### src/viterbi_macros.svh
`ifndef VITERBI_MACROS_SVH
`define VITERBI_MACROS_SVH

// rate 1/2 code, generators 7 and 5 (octal)
`define CONSTRAINT_LENGTH 3

// 2 ** (constraint length - 1)
`define STATE_NUM 4

// symbols in and decoded bits out per frame
`define DATA_FRAME_LENGTH 8

// 8 steps at up to 2 per step stays far below 31
`define METRIC_WIDTH 5

`endif

### src/viterbi_pkg.sv
`include "viterbi_macros.svh"

package viterbi_pkg;

  // received pair, bit 1 from generator 7, bit 0 from generator 5
  typedef logic [1:0] code_sym_t;

  // last two input bits, newest in bit 1
  typedef logic [`CONSTRAINT_LENGTH-2:0] state_t;

  // accumulated hamming distance
  typedef logic [`METRIC_WIDTH-1:0] metric_t;

  // trellis step within a frame
  typedef logic [$clog2(`DATA_FRAME_LENGTH)-1:0] step_t;

  // decoded bits, step 0 in bit 0
  typedef logic [`DATA_FRAME_LENGTH-1:0] frame_t;

  // frame sequencer
  typedef enum logic [1:0] {
    accept,
    drain,
    trace
  } ctrl_state_t;

endpackage

### src/add_compare_select.sv
`include "viterbi_macros.svh"
`timescale 1ns/10ps

module add_compare_select
  import viterbi_pkg::*;
(
  input  logic      clk,
  input  logic      rst_n,
  input  logic      acs_en,
  input  logic      frame_start,
  input  code_sym_t sym,
  output state_t    prv_st [`STATE_NUM],
  output state_t    sel_node,
  output metric_t   best_metric
);

  localparam metric_t METRIC_MAX = '1;

  metric_t pm      [`STATE_NUM];
  metric_t pm_base [`STATE_NUM];
  metric_t pm_next [`STATE_NUM];
  logic    next_at_max;

  // hamming distance between rx and the branch leaving from on bit_in
  function automatic logic [1:0] branch_dist(code_sym_t rx, state_t from, logic bit_in);
    code_sym_t expect_sym;
    code_sym_t diff;
    // g0 = u ^ u1 ^ u2, g1 = u ^ u2
    expect_sym[1] = bit_in ^ from[1] ^ from[0];
    expect_sym[0] = bit_in ^ from[0];
    diff = rx ^ expect_sym;
    return {1'b0, diff[1]} + {1'b0, diff[0]};
  endfunction

  // add with clamp at the top code
  function automatic metric_t add_sat(metric_t m, logic [1:0] bm);
    logic [`METRIC_WIDTH:0] sum;
    sum = {1'b0, m} + {{(`METRIC_WIDTH-1){1'b0}}, bm};
    if (sum[`METRIC_WIDTH]) begin
      return METRIC_MAX;
    end
    return sum[`METRIC_WIDTH-1:0];
  endfunction

  always_comb begin
    state_t  nxt;
    state_t  p_lo;
    state_t  p_hi;
    metric_t m_lo;
    metric_t m_hi;
    // first symbol of a frame starts from state 0 only
    for (int s = 0; s < `STATE_NUM; s++) begin
      if (frame_start) begin
        pm_base[s] = (s == 0) ? '0 : METRIC_MAX;
      end else begin
        pm_base[s] = pm[s];
      end
    end
    next_at_max = 1'b0;
    for (int n = 0; n < `STATE_NUM; n++) begin
      nxt = state_t'(n);
      // predecessors share the old newest bit, now in bit 0
      p_lo = {nxt[0], 1'b0};
      p_hi = {nxt[0], 1'b1};
      m_lo = add_sat(pm_base[p_lo], branch_dist(sym, p_lo, nxt[1]));
      m_hi = add_sat(pm_base[p_hi], branch_dist(sym, p_hi, nxt[1]));
      // tie keeps the lower predecessor
      if (m_hi < m_lo) begin
        pm_next[n] = m_hi;
        prv_st[n]  = p_hi;
      end else begin
        pm_next[n] = m_lo;
        prv_st[n]  = p_lo;
      end
      if (pm_next[n] == METRIC_MAX) begin
        next_at_max = 1'b1;
      end
    end
  end

  always_ff @(posedge clk or negedge rst_n) begin
    if (!rst_n) begin
      for (int s = 0; s < `STATE_NUM; s++) begin
        pm[s] <= (s == 0) ? '0 : METRIC_MAX;
      end
    end else if (acs_en) begin
      pm <= pm_next;
    end
  end

  // lowest metric, lower index wins a tie
  always_comb begin
    sel_node    = '0;
    best_metric = pm[0];
    for (int s = 1; s < `STATE_NUM; s++) begin
      if (pm[s] < best_metric) begin
        best_metric = pm[s];
        sel_node    = state_t'(s);
      end
    end
  end

  // every state is reachable after two steps, so only step 0 may hold the clamp
  a_no_metric_max: assert property (@(posedge clk) disable iff (!rst_n)
    acs_en && !frame_start |-> !next_at_max);

endmodule

### src/survivor_memory.sv
`include "viterbi_macros.svh"
`timescale 1ns/10ps

module survivor_memory
  import viterbi_pkg::*;
(
  input  logic   clk,
  input  logic   rst_n,
  input  logic   wr_en,
  input  step_t  wr_step,
  input  state_t wr_row [`STATE_NUM],
  input  step_t  rd_step,
  output state_t rd_row [`STATE_NUM]
);

  localparam step_t LAST_STEP = step_t'(`DATA_FRAME_LENGTH - 1);

  // one row of previous states per trellis step
  state_t mem [`DATA_FRAME_LENGTH][`STATE_NUM];
  // step the next write should land on
  step_t  wr_expect;

  // written in step order as symbols arrive
  always_ff @(posedge clk) begin
    if (wr_en) begin
      mem[wr_step] <= wr_row;
    end
  end

  // traceback reads in the same cycle
  assign rd_row = mem[rd_step];

  // next frame starts again at step 0
  always_ff @(posedge clk or negedge rst_n) begin
    if (!rst_n) begin
      wr_expect <= '0;
    end else if (wr_en) begin
      wr_expect <= (wr_step == LAST_STEP) ? '0 : wr_step + step_t'(1);
    end
  end

  // rows fill in step order, no step skipped or repeated
  a_wr_in_order: assert property (@(posedge clk) disable iff (!rst_n)
    wr_en |-> wr_step == wr_expect);

endmodule

### src/traceback.sv
`include "viterbi_macros.svh"
`timescale 1ns/10ps

module traceback
  import viterbi_pkg::*;
(
  input  logic    clk,
  input  logic    rst_n,
  input  logic    trace_start,
  input  state_t  sel_node,
  input  metric_t best_metric,
  output step_t   rd_step,
  input  state_t  rd_row [`STATE_NUM],
  output logic    frame_valid,
  input  logic    frame_ready,
  output frame_t  frame_data,
  output metric_t frame_metric,
  output logic    trace_done
);

  localparam step_t LAST_STEP = step_t'(`DATA_FRAME_LENGTH - 1);

  logic   walking;
  // state reached at step rd_step
  state_t node;

  // output handshake ends the frame
  assign trace_done = frame_valid && frame_ready;

  always_ff @(posedge clk or negedge rst_n) begin
    if (!rst_n) begin
      walking     <= 1'b0;
      rd_step     <= '0;
      frame_valid <= 1'b0;
    end else begin
      if (trace_start) begin
        walking <= 1'b1;
        rd_step <= LAST_STEP;
      end else if (walking) begin
        // step 0 is the last one walked
        if (rd_step == '0) begin
          walking     <= 1'b0;
          frame_valid <= 1'b1;
        end else begin
          rd_step <= rd_step - step_t'(1);
        end
      end
      if (trace_done) begin
        frame_valid <= 1'b0;
      end
    end
  end

  always_ff @(posedge clk) begin
    if (trace_start) begin
      node         <= sel_node;
      frame_metric <= best_metric;
    end else if (walking) begin
      // newest input bit is the decoded bit
      frame_data[rd_step] <= node[1];
      // follow the survivor back one step
      node <= rd_row[node];
    end
  end

  // frame held under back-pressure
  a_frame_hold: assert property (@(posedge clk) disable iff (!rst_n)
    frame_valid && !frame_ready |=> frame_valid && $stable(frame_data)
      && $stable(frame_metric));

endmodule

### src/viterbi_control.sv
`include "viterbi_macros.svh"
`timescale 1ns/10ps

module viterbi_control
  import viterbi_pkg::*;
(
  input  logic  clk,
  input  logic  rst_n,
  input  logic  sym_valid,
  output logic  sym_ready,
  output logic  acs_en,
  output logic  frame_start,
  output step_t step,
  output logic  trace_start,
  input  logic  trace_done
);

  localparam step_t LAST_STEP = step_t'(`DATA_FRAME_LENGTH - 1);

  ctrl_state_t state;

  // input open only while collecting a frame
  assign sym_ready   = (state == accept);
  assign acs_en      = sym_valid && sym_ready;
  assign frame_start = acs_en && (step == '0);
  // metrics of the last step settle in drain
  assign trace_start = (state == drain);

  always_ff @(posedge clk or negedge rst_n) begin
    if (!rst_n) begin
      state <= accept;
      step  <= '0;
    end else begin
      case (state)
        accept: begin
          if (acs_en) begin
            if (step == LAST_STEP) begin
              step  <= '0;
              state <= drain;
            end else begin
              step <= step + step_t'(1);
            end
          end
        end
        drain: begin
          state <= trace;
        end
        trace: begin
          // frame left the decoder
          if (trace_done) begin
            state <= accept;
          end
        end
        default: begin
          state <= accept;
        end
      endcase
    end
  end

  a_done_not_in_accept: assert property (@(posedge clk) disable iff (!rst_n)
    trace_done |-> state != accept);

endmodule

### src/viterbi_decoder.sv
`include "viterbi_macros.svh"
`timescale 1ns/10ps

module viterbi_decoder
  import viterbi_pkg::*;
(
  input  logic      clk,
  input  logic      rst_n,
  input  logic      sym_valid,
  output logic      sym_ready,
  input  code_sym_t sym,
  output logic      frame_valid,
  input  logic      frame_ready,
  output frame_t    frame_data,
  output metric_t   frame_metric
);

  // sequencer strobes
  logic    acs_en;
  logic    frame_start;
  step_t   step;
  logic    trace_start;
  logic    trace_done;
  // decisions into survivor memory
  state_t  prv_st [`STATE_NUM];
  // traceback start point
  state_t  sel_node;
  metric_t best_metric;
  // survivor read port
  step_t   rd_step;
  state_t  rd_row [`STATE_NUM];

  viterbi_control u_control (
    .clk         (clk),
    .rst_n       (rst_n),
    .sym_valid   (sym_valid),
    .sym_ready   (sym_ready),
    .acs_en      (acs_en),
    .frame_start (frame_start),
    .step        (step),
    .trace_start (trace_start),
    .trace_done  (trace_done)
  );

  add_compare_select u_acs (
    .clk         (clk),
    .rst_n       (rst_n),
    .acs_en      (acs_en),
    .frame_start (frame_start),
    .sym         (sym),
    .prv_st      (prv_st),
    .sel_node    (sel_node),
    .best_metric (best_metric)
  );

  survivor_memory u_survivor (
    .clk     (clk),
    .rst_n   (rst_n),
    .wr_en   (acs_en),
    .wr_step (step),
    .wr_row  (prv_st),
    .rd_step (rd_step),
    .rd_row  (rd_row)
  );

  traceback u_traceback (
    .clk          (clk),
    .rst_n        (rst_n),
    .trace_start  (trace_start),
    .sel_node     (sel_node),
    .best_metric  (best_metric),
    .rd_step      (rd_step),
    .rd_row       (rd_row),
    .frame_valid  (frame_valid),
    .frame_ready  (frame_ready),
    .frame_data   (frame_data),
    .frame_metric (frame_metric),
    .trace_done   (trace_done)
  );

endmodule

### config.mk
export PLATFORM = sky130hd
export DESIGN_NAME = viterbi_decoder
export DESIGN_NICKNAME = d
export VERILOG_FILES = /design/src/viterbi_pkg.sv /design/src/add_compare_select.sv /design/src/survivor_memory.sv /design/src/traceback.sv /design/src/viterbi_control.sv /design/src/viterbi_decoder.sv
export VERILOG_INCLUDE_DIRS = /design/src /design/src/src
export SDC_FILE = /design/constraint.sdc
export NUM_CORES = 1
export LEC_CHECK = 0
export ABC_AREA = 1
export BUFFER_PORTS_ARGS = -buffer_cell sky130_fd_sc_hd__buf_4
export CORE_MARGIN = 2
export CORE_UTILIZATION = 55
export DETAILED_ROUTE_END_ITERATION = 6
export PLACE_DENSITY = 0.72
export SYNTH_ARGS = -nofsm -noshare
export SYNTH_HDL_FRONTEND = slang
export SYNTH_SLANG_ARGS = --single-unit
### constraint.sdc
create_clock -name clk -period 7.25 [get_ports clk]
set_clock_uncertainty 0.2 [all_clocks]
set_input_delay 1.8125 -clock clk [delete_from_list [all_inputs] [get_ports clk]]
set_output_delay 1.8125 -clock clk [all_outputs]
set_load 0.005 [all_outputs]
-- After elaboration in Yosys (flattened, before gate mapping)
Memories as Yosys holds them, arrays and structs flattened.
Index checks and enable logic that the tools add are counted.
- add/subtract/negate cells: 14
- order comparisons: 10
- equal/unequal tests: 8
- mux-type cells: 67
- bitwise logic cells: 5
- reduce and logical (&&, ||, !) cells: 15
- operator list (kind ; count):
    5-bit 2-to-1 mux ; 27
    5-bit by 2-bit adder with 6-bit output ; 8
    5-bit < comparator ; 7
    1-bit 2-to-1 mux ; 23
    2-bit 2-to-1 mux ; 9
    3-bit 2-to-1 mux ; 4
    1-bit by 1-bit adder with 2-bit output ; 4
    8-bit bitwise mux ; 1
    2-bit != test, second input constant ; 4
    3-bit logical NOT ; 2
    2-bit case mux with 3 select lines ; 1
    2-bit AND reduction ; 3
    3-bit AND reduction ; 2
    2-bit nonzero test ; 3
    2-bit binary-select mux with 2-bit select ; 1
    1-bit logical AND ; 4
    3-bit by 4-bit < comparator with 1-bit output, second input constant ; 1
    3-bit by 1-bit adder with 3-bit output, second input constant ; 1
    1-bit demux with 3-bit select ; 1
    3-bit == test, second input constant ; 1
    3-bit by 1-bit greater-or-equal comparator with 1-bit output, second input constant ; 1
    3-bit greater-or-equal comparator, second input constant ; 1
    1-bit inverter ; 3
    2-bit inverter with 3-bit output ; 1
    6 further kinds ; 6
- bits in registers: 45
- bits in writable memories: 32
- memories: 1
- memory list (name ; words ; bits a word ; read ports ; clocked after Yosys merged registers in ; write ports ; line ; text):
    u_survivor.mem ; 8 ; 4 ; 1 ; 0 ; 1 ; survivor_memory.sv:19 ; state_t mem [`DATA_FRAME_LENGTH][`STATE_NUM];

-- Depth between registers and ports, before layout
Gate-level depths: netlist (run 1).
- word-level depth: 9
- depth in mapped cells: 25
- mapped depth without buffers: 25

-- Cells and area by module
From an unflattened synthesis (run 1), not the netlist that was laid out.
- cell total of the unflattened synthesis: 898
- area, all modules: 7244.4 um^2
- by module, submodules not included (module ; times used ; cells each ; area each (um^2) ; sequential area each (um^2)):
    add_compare_select ; 1 ; 478 ; 3179.3 ; 519.2
    survivor_memory ; 1 ; 295 ; 2890.3 ; 1921.8
    traceback ; 1 ; 92 ; 898.4 ; 575.6
    viterbi_control ; 1 ; 33 ; 276.5 ; 125.1

-- Worst setup path after synthesis (run 1)
Ideal clock, no wire load.
- path kind: input -> register
- from: input sym_valid
- to: memory u_survivor.mem[0][3] in the netlist's numbering, data pin
- library setup time: 0.271 ns
- data arrival time: 4.081 ns
- data required time: 6.779 ns
- slack: 2.699 ns
- stages: 17
- cell sequence: inv_2 > nor2_8 > nand3_4 > buf_6 > nand2_1 > ha_1 > fa_1 > nand2_1 > nor2_1 > nor3b_1 > inv_1 > ha_1 > nand2_1 > o21a_1 > nand2_2 > buf_6 > inv_1
- RTL lines (item ; line ; text):
    start, declared ; viterbi_decoder.sv:9 ; input logic sym_valid,
    end, declared ; survivor_memory.sv:19 ;

==> run_results.csv, run 1 <==
group,metric,value,unit
clocking,ctsHoldBuffers,0,
detailed_routing,finalWirelength,12100,um
finish,final_common_cell,"nand2_1",
placement,place_inst,787,
clocking,cts_max_path_buffers,2,
detailed_routing,drc,0,
critical_path,worst_ep_required_time,7.20,ns
finish,area_growth,7.85,%
critical_path,r2r-start,"u_acs.pm[17]$_DFFE_PN0P_",
synthesis,postSynth.asyncResetShare,39.0,%
synthesis,ys_seq_area_share,39.5,%
sta,totalNegativeSetupSlack,0,ns
clocking,h-tree-depth,3,
clocking,insertion_delay,0.35,ns
synthesis,ys_ff_latch,77,
detailed_routing,wl_per_cell,15.0,um
power,seqPwrFrac,47.3,%
critical_path,cp-startpoint,"sym_valid",
critical_path,critPathSlowestCell,"nor2_8",
power,power_density,173,nW/um^2
clocking,cts_buffers,9,
finish,final_util,61.0,%
clocking,cts_tree,"yes",
detailed_routing,dr_total_vias,4356,
placement,dp_hpwl,9360,um
sta,rsz0062_at_grt,"false",
floorplan,ios,21,
sta,tightestPinTransition,0.691,ns
placement,gp_congestion,0.924,
finish,stdcell_area,5960,sq um
sta,setup_viol,0,
finish,fillers,863,
clocking,cts.sinks,77,
sta,max_slew_margin,53.6,%
global_routing,gr-total-overflow,0,
floorplan,rows,36,
floorplan,core_area,9770,sq um
synthesis,muxShareOfSynthArea,0,%
synthesis,ys_warn_count,0,
clocking,post_cts_resized,0,
synthesis,syn_avg_cell_area,8.58,sq um
critical_path,worstSetupPathType,"input port to flip-flop",
critical_path,start_kind,"input port",
synthesis,synth.distinct_cells,42,
power,sw_frac_of_total,30.5,%
synthesis,synth_xor_area_share,1.27,%
global_routing,grt_usage,23.4,%
power,vdd_drop_max,0.114,mV
detailed_routing,drt_iter0_drc,293,
power,power.net_switching,314,uW
finish,nNetsFinal,727,
floorplan,die_h,104,um
critical_path,cp-end-kind,"flip-flop",
synthesis,yosys.area_share.simple,24.1,%
clocking,post_cts_buffers,0,
sta,max_freq,195,MHz
synthesis,syn_inst,644,
global_routing,antenna_found_initial,0,
floorplan,initial_core_util,56.6,%
critical_path,path_cells,"buf_4 -> inv_2 -> nor2_8 -> nand3_4 -> nand2_1 -> ha_1 -> a21oi_1 -> nor2_1 -> nand2_1 -> o21ai_0 -> a21oi_1 -> ha_1 -> a21oi_1 -> o21a_1 -> nand2_1 -> inv_1",
sta,min_period_over_period,70.9,%
finish,num_antenna_cells,0,
detailed_routing,routed_via_density,5.42,
power,p_clk_share,31.7,%
power,p_comb_share,21.0,%
synthesis,syn_area,5530,sq um
critical_path,cpPeakStageDelay,0.36,ns
finish,final_cell_mix,"nand2_1, inv_1, nor2_1, ha_1, edfxtp_1",
synthesis,synth_compound_area_share,13.5,%
clocking,cts_root_buf,"clkbuf_8",
sta,final_hold_viol_count,0,
synthesis,synth_ff_type,"edfxtp_1",
global_routing,grt_pass1_wl,20300,um
detailed_routing,dr.pass1.iters,5,
placement,numPortBuffers,20,
synthesis,synth-edff-count,47,
finish,fin_cells,803,
power,power.leakage,0.00282,uW
floorplan,dieArea,10900,sq um
outcome,status,"complete, no violations",
floorplan,die_width,104,um
global_routing,grt_pass1_vias,4223,
hold_path,hp-start,"u_acs.pm[11]$_DFFE_PN1P_",
sta,drv_slew,0,
critical_path,arrival,5.09,ns
finish,drive_gt1_share,18.1,%
detailed_routing,antenna_left,0,
clocking,path_clk_slew,0.08,ns
hold_path,min_path_type,"flip-flop to flip-flop",
synthesis,synthAdderAreaFrac,13.8,%
placement,dpl-instance-area,5760,sq um
global_routing,grt_max_degree,31,
synthesis,synth_top_family_by_area,"simple AND/OR/NAND/NOR gates",
critical_path,cp_max_fo,27,
power,power.internal,716,uW
job,timing.max_cap.violations,0,
sta,fin_crit,5.14,ns
synthesis,syn-num-nets,706,
## area by class of cell
cell class              count  area, sq um  share of cell area (%)
clock buffers              10          128                    2.14
repair buffers             20          150                    2.52
inverters                  96          360                    6.04
clock inverters             6         70.1                    1.18
multi-input cells         461         2910                    48.8
flip-flops and latches     77         2180                    36.6
well taps                 133          166                    2.79
## power by group through the flow
stage	registers (uW)	logic [uW]	clock network [uW]
after detailed placement	496	216	0
final	487	217	327
after floorplan	495	174	0
after CTS	487	217	330
after global placement	496	207	0
after global routing	488	249	350
## cell usage after synthesis (8+ instances only)
| library cell | instances | share of area, % |
|---|---|---|
| dfrtp_1 | 15 | 6.8 |
| fa_1 | 8 | 2.9 |
| nand2_1 | 134 | 9.1 |
| a21oi_1 | 34 | 3.1 |
| o21ai_1 | 25 | 2.3 |
| nand3_1 | 22 | 2.0 |
| ha_1 | 48 | 11 |
| inv_1 | 90 | 6.1 |
| o21ai_2 | 12 | 1.9 |
| nand2_4 | 8 | 1.6 |
| dfstp_2 | 15 | 7.1 |
| nand4_1 | 10 | 1.1 |
| o21ai_0 | 24 | 2.2 |
| edfxtp_1 | 47 | 26 |
| nor2_1 | 62 | 4.2 |
| nand2_2 | 9 | 1.0 |
| a21oi_2 | 15 | 2.4 |
## critical path, delay by kind of cell
| kind | cells | cell delay (ns) |
|---|---|---|
| buffers and inverters | 3 | 0.47 |
| AOI/OAI and AO/OA | 5 | 0.81 |
| and+or+nand+nor | 6 | 1.39 |
| adders and majority gates | 2 | 0.58 |
## metrics by stage
stage	power, uW	setup WS [ns]	hold WS [ns]
4_1_cts	1030	2.13	0.306
5_1_grt	1090	1.80	0.316
2_1_floorplan	669	2.70	0.260
6_report	1030	2.11	0.306
3_5_place_dp	712	1.78	0.293
3_3_place_gp	704	1.91	0.292
## flip-flops by register name, indices dropped and copies added (netlist names)
| signal | count |
|---|---|
| u_acs.pm | 20 |
| u_control.state | 2 |
| u_control.step | 3 |
| u_survivor.mem | 32 |
| u_traceback.frame_data | 8 |
| u_traceback.frame_metric | 5 |
| u_traceback.frame_valid | 1 |
| u_traceback.node | 2 |
| u_traceback.rd_step | 3 |
| u_traceback.walking | 1 |
## cells by family (layout without fill, tap and decap cells)
kind of cell,count (synthesis),count (layout)
and+or+nand+nor,275,275
AOI/OAI and AO/OA,122,122
buffers and inverters,106,132
DFF,77,77
adders and majority gates,56,56
xor gates and xnor gates,8,8
## routing by layer
layer / GRT usage [%] / part of all wire, % / vias up
met2: 39.1 / 48 / 124
li1: - / - / 2175
met4: 7.53 / 1.3 / 0
met3: 4.26 / 5.3 / 16
met1: 31.0 / 45 / 2041
met5: 0 / 0 / -
## final timing paths
kind | cells past startpoint | endpoint | slack (ns)
worst min-delay path | 2 | u_acs.pm[11]$_DFFE_PN1P_ | 0.31
worst max register to register | 20 | u_traceback.frame_metric[0]$_DFFE_PP_ | 2.67
worst min register to register | 2 | u_acs.pm[11]$_DFFE_PN1P_ | 0.31
min in group asynchronous | 1 | u_traceback.frame_valid$_DFFE_PN0P_ | 1.19
worst max-delay path | 16 | u_survivor.mem[5][2]$_DFFE_PP_ | 2.11
max in group asynchronous | 1 | u_acs.pm[6]$_DFFE_PN1P_ | 5.33
Power figures use the tool's default switching activity.
==> inputs of run 2 (changes only) <==
clock period = 5.1 ns   (was 7.25 ns; I/O delays follow)
==> run 2 against run 1 <==
  * Total power rose by 42%
  * Cell count rose by 0.37%
  * Routed wire length fell by 1.1%
  * Clock-buffer cell count did not move
  * Sequential share of layout area fell by 0.15 points
  * Sequential cell count did not move
  * Sequential power rose by 42%
  * Global-route usage fell by 0.36 points
  * Design area rose by 0.40%
  * Clock power rose by 41%
  * Die area did not move
  * Largest power group unchanged
  * Highest routed layer unchanged
==> run_results.csv, run 2 (same netlist as run 1, synthesis figures left out) <==
group,metric,value,unit
detailed_routing,drc,0,
sta,fin_crit,4.37,ns
critical_path,worstReg2RegEnd,"u_traceback.frame_metric[0]$_DFFE_PP_",
global_routing,grt_usage,23.1,%
sta,max_freq,229,MHz
finish,drive_gt1_share,18.4,%
clocking,insertion_delay,0.35,ns
critical_path,cp-end-kind,"flip-flop",
detailed_routing,finalWirelength,11900,um
sta,setup_viol,0,
power,fin_total_pwr,1470,uW
floorplan,die_h,104,um
clocking,h-tree-depth,3,
placement,place_inst,790,
critical_path,critPathSlowestCell,"dfrtp_1",
hold_path,min_path_type,"flip-flop to flip-flop",
detailed_routing,antenna_left,0,
power,power.leakage,0.00283,uW
clocking,cts_tree,"yes",
floorplan,ios,21,
detailed_routing,drt_iter0_drc,240,
floorplan,initial_core_util,56.6,%
critical_path,regToRegSetupSlack,0.73,ns
global_routing,gr-total-overflow,0,
floorplan,core_area,9770,sq um
clocking,cts_root_buf,"clkbuf_8",
clocking,cts.sinks,77,
clocking,cts_max_path_buffers,2,
detailed_routing,wl_per_cell,14.8,um
hold_path,hold_end,"u_acs.pm[1]$_DFFE_PN1P_",
floorplan,rows,36,
critical_path,path_cells,"inv_1 -> ha_1 -> nand2_1 -> nor2_1 -> nand2_1 -> nand3_2 -> o21ai_0 -> ha_1 -> a21oi_1 -> nand2_4 -> nand3_1 -> o21a_1 -> inv_1 -> ha_1 -> a21oi_1 -> nor2_1 -> a211oi_1 -> nand2_2 -> nand2_1 -> nand2_1",
detailed_routing,dr_total_vias,4407,
placement,dp_hpwl,9410,um
finish,num_antenna_cells,0,
hold_path,hp-start,"u_acs.pm[1]$_DFFE_PN1P_",
power,vdd_drop_max,0.124,mV
global_routing,grt_max_degree,31,
floorplan,dieArea,10900,sq um
critical_path,start_kind,"flip-flop",
global_routing,grt_pass1_vias,4401,
sta,final_hold_viol_count,0,
power,power_density,245,nW/um^2
sta,tightestPinTransition,0.710,ns
finish,area_growth,8.28,%
detailed_routing,dr.pass1.iters,6,
critical_path,cpPeakStageDelay,0.36,ns
finish,fin_cells,806,
sta,drv_slew,0,
floorplan,die_width,104,um
finish,fillers,865,
critical_path,crit_top_cell,"nand2_1",
sta,totalNegativeSetupSlack,0,ns
finish,largest_reg_flops,32,
clocking,ctsHoldBuffers,0,
finish,final_common_cell,"nand2_1",
clocking,post_cts_resized,0,
global_routing,antenna_found_initial,0,
sta,min_period_over_period,85.7,%
global_routing,grt_pass1_wl,20300,um
placement,gp_congestion,0.913,
hold_path,min_path_cells,2,
finish,largest_register,"u_survivor.mem",
clocking,cts_buffers,9,
job,timing.max_cap.violations,0,
finish,final_cell_mix,"nand2_1, inv_1, nor2_1, ha_1, edfxtp_1",
critical_path,r2r-start,"u_acs.pm[19]$_DFFE_PN0P_",
clocking,path_clk_slew,0.08,ns
critical_path,arrival,4.28,ns
critical_path,cp_max_fo,10,
critical_path,worst_ep_required_time,5.01,ns
sta,rsz0062_at_grt,"false",
finish,largestRegisters,"u_survivor.mem: 32 flops, u_acs.pm: 20 flops, u_traceback.frame_data: 8 flops",
finish,final_util,61.2,%
clocking,post_cts_buffers,0,
critical_path,worstSetupPathType,"flip-flop to flip-flop",
placement,numPortBuffers,20,
critical_path,reg2reg_depth,20,
detailed_routing,routed_via_density,5.47,
outcome,status,"complete, no violations",
finish,nNetsFinal,730,
sta,max_slew_margin,52.5,%
sta,hold_slack,0.299,ns
-- run 2: area by class of cell --
cell class | count | area, sq um | share of cell area, %
Multi-Input combinational cell | 461 | 2910 | 48.6
Clock buffer | 10 | 128 | 2.13
Sequential cell | 77 | 2180 | 36.4
Clock inverter | 6 | 71.3 | 1.19
Tap cell | 133 | 166 | 2.78
Inverter | 96 | 360 | 6.02
Timing Repair Buffer | 23 | 173 | 2.88
-- run 2: metal layers --
layer  global-route usage [%]  vias to the layer above  routed length [um]
met3                     2.69                       19                 665
met5                        0                        -                   0
li1                         -                     2175                   -
met4                     7.63                        0                 165
met2                     40.2                      161                5850
met1                     29.9                     2052                5250
-- run 2: stage by stage --
step	setup WS [ns]	instance area [sq um]
6_report	0.731	5990
4_1_cts	0.766	5990
5_1_grt	0.315	5990
3_3_place_gp	0.609	5790
3_5_place_dp	0.535	5790
2_1_floorplan	1.09	5530
-- run 2: worst max path at each step --
stage                                   startpoint                                    end  slack (ns)  cells past startpoint
after CTS                 u_acs.pm[19]$_DFFE_PN0P_  u_traceback.frame_metric[0]$_DFFE_PP_        0.77                     20
after floorplan                          sym_valid         u_survivor.mem[0][3]$_DFFE_PP_        1.09                     17
after global routing      u_acs.pm[19]$_DFFE_PN0P_  u_traceback.frame_metric[0]$_DFFE_PP_        0.31                     20
final                     u_acs.pm[19]$_DFFE_PN0P_  u_traceback.frame_metric[0]$_DFFE_PP_        0.73                     20
after detailed placement                    sym[0]         u_survivor.mem[7][2]$_DFFE_PP_        0.53                     15
after global placement                      sym[0]         u_survivor.mem[6][2]$_DFFE_PP_        0.61                     15
-- run 2: worst max-delay path, delay by kind of cell, from the launching register on --
kind,cells,cell delay [ns]
compound gates,5,1.25
flops,1,0.36
buf+inv,2,0.27
simple gates,10,1.10
fa+ha+maj,3,0.92
-- run 2: power breakdown --
group	total (uW)	internal, uW	leakage (uW)	switching (uW)
clock	462	229	0.0000931	233
sequential	693	686	0.000764	6.70
combinational	311	104	0.00198	207
==> inputs of run 3 (changes only) <==
clock period = 4.7 ns   (was 5.1 ns; I/O delays follow)
==> run 3 against run 2 <==
  * Critical path depth grew 2
  * Non-clock buffer count grew 1
  * Die area unchanged
  * Core utilization increased by 0.33 points
  * Routed wire length is 0.10% lower
  * Sequential power grew 8.5%
  * Combinational power up 9.0%
  * Sequential share of layout area fell by 0.20 points
  * Largest power group unchanged
  * Register-to-register slack got worse by 0.36 ns
  * Design area up 0.54%
  * Total power increased by 12%
  * Setup slack got worse by 0.36 ns
==> run_results.csv, run 3 (same netlist as run 1, synthesis figures left out) <==
group,metric,value,unit
power,vdd_drop_max,0.149,mV
sta,max_freq,231,MHz
finish,drive_gt1_share,18.5,%
sta,fin_crit,4.33,ns
sta,tightestPinTransition,0.695,ns
clocking,ctsHoldBuffers,0,
floorplan,dieArea,10900,sq um
critical_path,reg2reg_depth,22,
detailed_routing,wl_per_cell,14.8,um
clocking,cts_max_path_buffers,2,
detailed_routing,antenna_left,0,
critical_path,start_kind,"flip-flop",
clocking,cts.sinks,77,
finish,largestRegisters,"u_survivor.mem: 32 flops, u_acs.pm: 20 flops, u_traceback.frame_data: 8 flops",
detailed_routing,drt_iter0_drc,315,
detailed_routing,routed_via_density,5.42,
finish,final_cell_mix,"nand2_1, inv_1, nor2_1, ha_1, edfxtp_1",
floorplan,die_h,104,um
floorplan,ios,21,
finish,final_util,61.6,%
global_routing,grt_pass1_vias,4425,
critical_path,cp_max_fo,10,
power,fin_total_pwr,1650,uW
finish,largest_reg_flops,32,
floorplan,core_area,9770,sq um
sta,rsz0062_at_grt,"false",
placement,place_worst_setup_slack,0.226,ns
global_routing,grt_max_degree,31,
global_routing,antenna_found_initial,0,
hold_path,min_path_type,"flip-flop to flip-flop",
placement,dpl-instance-area,5790,sq um
sta,drv_slew,0,
clocking,h-tree-depth,3,
job,timing.max_cap.violations,0,
power,power_density,273,nW/um^2
critical_path,worstSetupPathType,"flip-flop to flip-flop",
sta,setup_viol,0,
placement,numPortBuffers,20,
detailed_routing,dr_total_vias,4375,
sta,worst_slack,0.368,ns
floorplan,die_width,104,um
critical_path,arrival,4.24,ns
critical_path,cp-end-kind,"flip-flop",
global_routing,grt_usage,23.7,%
placement,dp_hpwl,9500,um
global_routing,gr-total-overflow,0,
sta,final_hold_viol_count,0,
detailed_routing,dr.pass1.iters,4,
clocking,cts_tree,"yes",
critical_path,worst_ep_required_time,4.61,ns
detailed_routing,finalWirelength,11900,um
clocking,insertion_delay,0.35,ns
finish,area_growth,8.87,%
placement,gp_congestion,0.891,
clocking,cts_buffers,9,
detailed_routing,drc,0,
floorplan,rows,36,
clocking,cts_root_buf,"clkbuf_8",
global_routing,grt_pass1_wl,20700,um
sta,totalNegativeSetupSlack,0,ns
finish,num_antenna_cells,0,
finish,stdcell_area,6020,sq um
finish,final_common_cell,"nand2_1",
floorplan,initial_core_util,56.6,%
power,power.leakage,0.00285,uW
sta,min_period_over_period,92.2,%
outcome,status,"complete, no violations",
sta,max_slew_margin,53.5,%
hold_path,min_path_cells,2,
clocking,path_clk_slew,0.08,ns
finish,nNetsFinal,731,
finish,largest_register,"u_survivor.mem",
==> run 3: per-stage QoR <==
step / std cells / hold WS (ns)
detailed placement: 791 / 0.289
floorplan: 644 / 0.260
global placement: 791 / 0.282
CTS: 807 / 0.299
finish: 807 / 0.300
global route: 807 / 0.332
==> run 3: final timing paths <==
check | slack, ns | end | startpoint
worst max-delay path | 0.37 | u_traceback.frame_metric[0]$_DFFE_PP_ | u_acs.pm[17]$_DFFE_PN0P_
worst min-delay path | 0.30 | u_acs.pm[1]$_DFFE_PN1P_ | u_acs.pm[1]$_DFFE_PN1P_
worst max register to register | 0.37 | u_traceback.frame_metric[0]$_DFFE_PP_ | u_acs.pm[17]$_DFFE_PN0P_
worst min register to register | 0.30 | u_acs.pm[1]$_DFFE_PN1P_ | u_acs.pm[1]$_DFFE_PN1P_
max in group asynchronous | 3.40 | u_acs.pm[7]$_DFFE_PN1P_ | rst_n
min in group asynchronous | 0.56 | u_control.state[1]$_DFFE_PN0P_ | rst_n
==> run 3: per-layer routing <==
metal | wire length, um | global-route usage (%) | part of all wire, % | vias up
li1 | - | - | - | 2174
met1 | 5400 | 31.3 | 45 | 2061
met2 | 5780 | 40.5 | 49 | 124
met3 | 569 | 3.45 | 4.8 | 16
met4 | 164 | 7.14 | 1.4 | 0
met5 | 0 | 0 | 0 | -
==> run 3: cell type report <==
cell class / instances / area (sq um)
Clock inverter: 6 / 96.3
Fill cell: 857 / 3760
Timing Repair Buffer: 24 / 180
Multi-Input combinational cell: 461 / 2910
Clock buffer: 10 / 128
Inverter: 96 / 360
Tap cell: 133 / 166
Sequential cell: 77 / 2180
==> run 3: power by group <==
| part | switching, uW | leakage, uW | total [uW] | internal [uW] |
|---|---|---|---|---|
| Sequential | 7.50 | 0.000764 | 752 | 745 |
| Clock | 250 | 0.000109 | 554 | 304 |
| Combinational | 225 | 0.00198 | 339 | 114 |
| Total | 482 | 0.00285 | 1650 | 1160 |
==> run 3: timing repair <==
item / 4_1_cts / 5_1_grt
endpoints found under the setup margin: 0 / 5
gates resized for setup: 0 / 1
setup buffers: 0 / 0
==> run 3: critical path, cell delays in order (launching register included) <==
cell,delay (ns)
dfrtp_1,0.50
inv_1,0.15
ha_1,0.32
nand2_1,0.08
nand2_1,0.04
nand2_1,0.12
nand3_2,0.21
o21ai_0,0.38
ha_1,0.31
nand3_1,0.08
inv_1,0.05
nand2_2,0.09
nand2_4,0.08
nand3_1,0.09
o21a_1,0.18
inv_1,0.06
ha_1,0.30
a21oi_1,0.16
nor2_1,0.06
a211oi_1,0.29
nand2_2,0.18
nand2_1,0.09
nand2_1,0.05
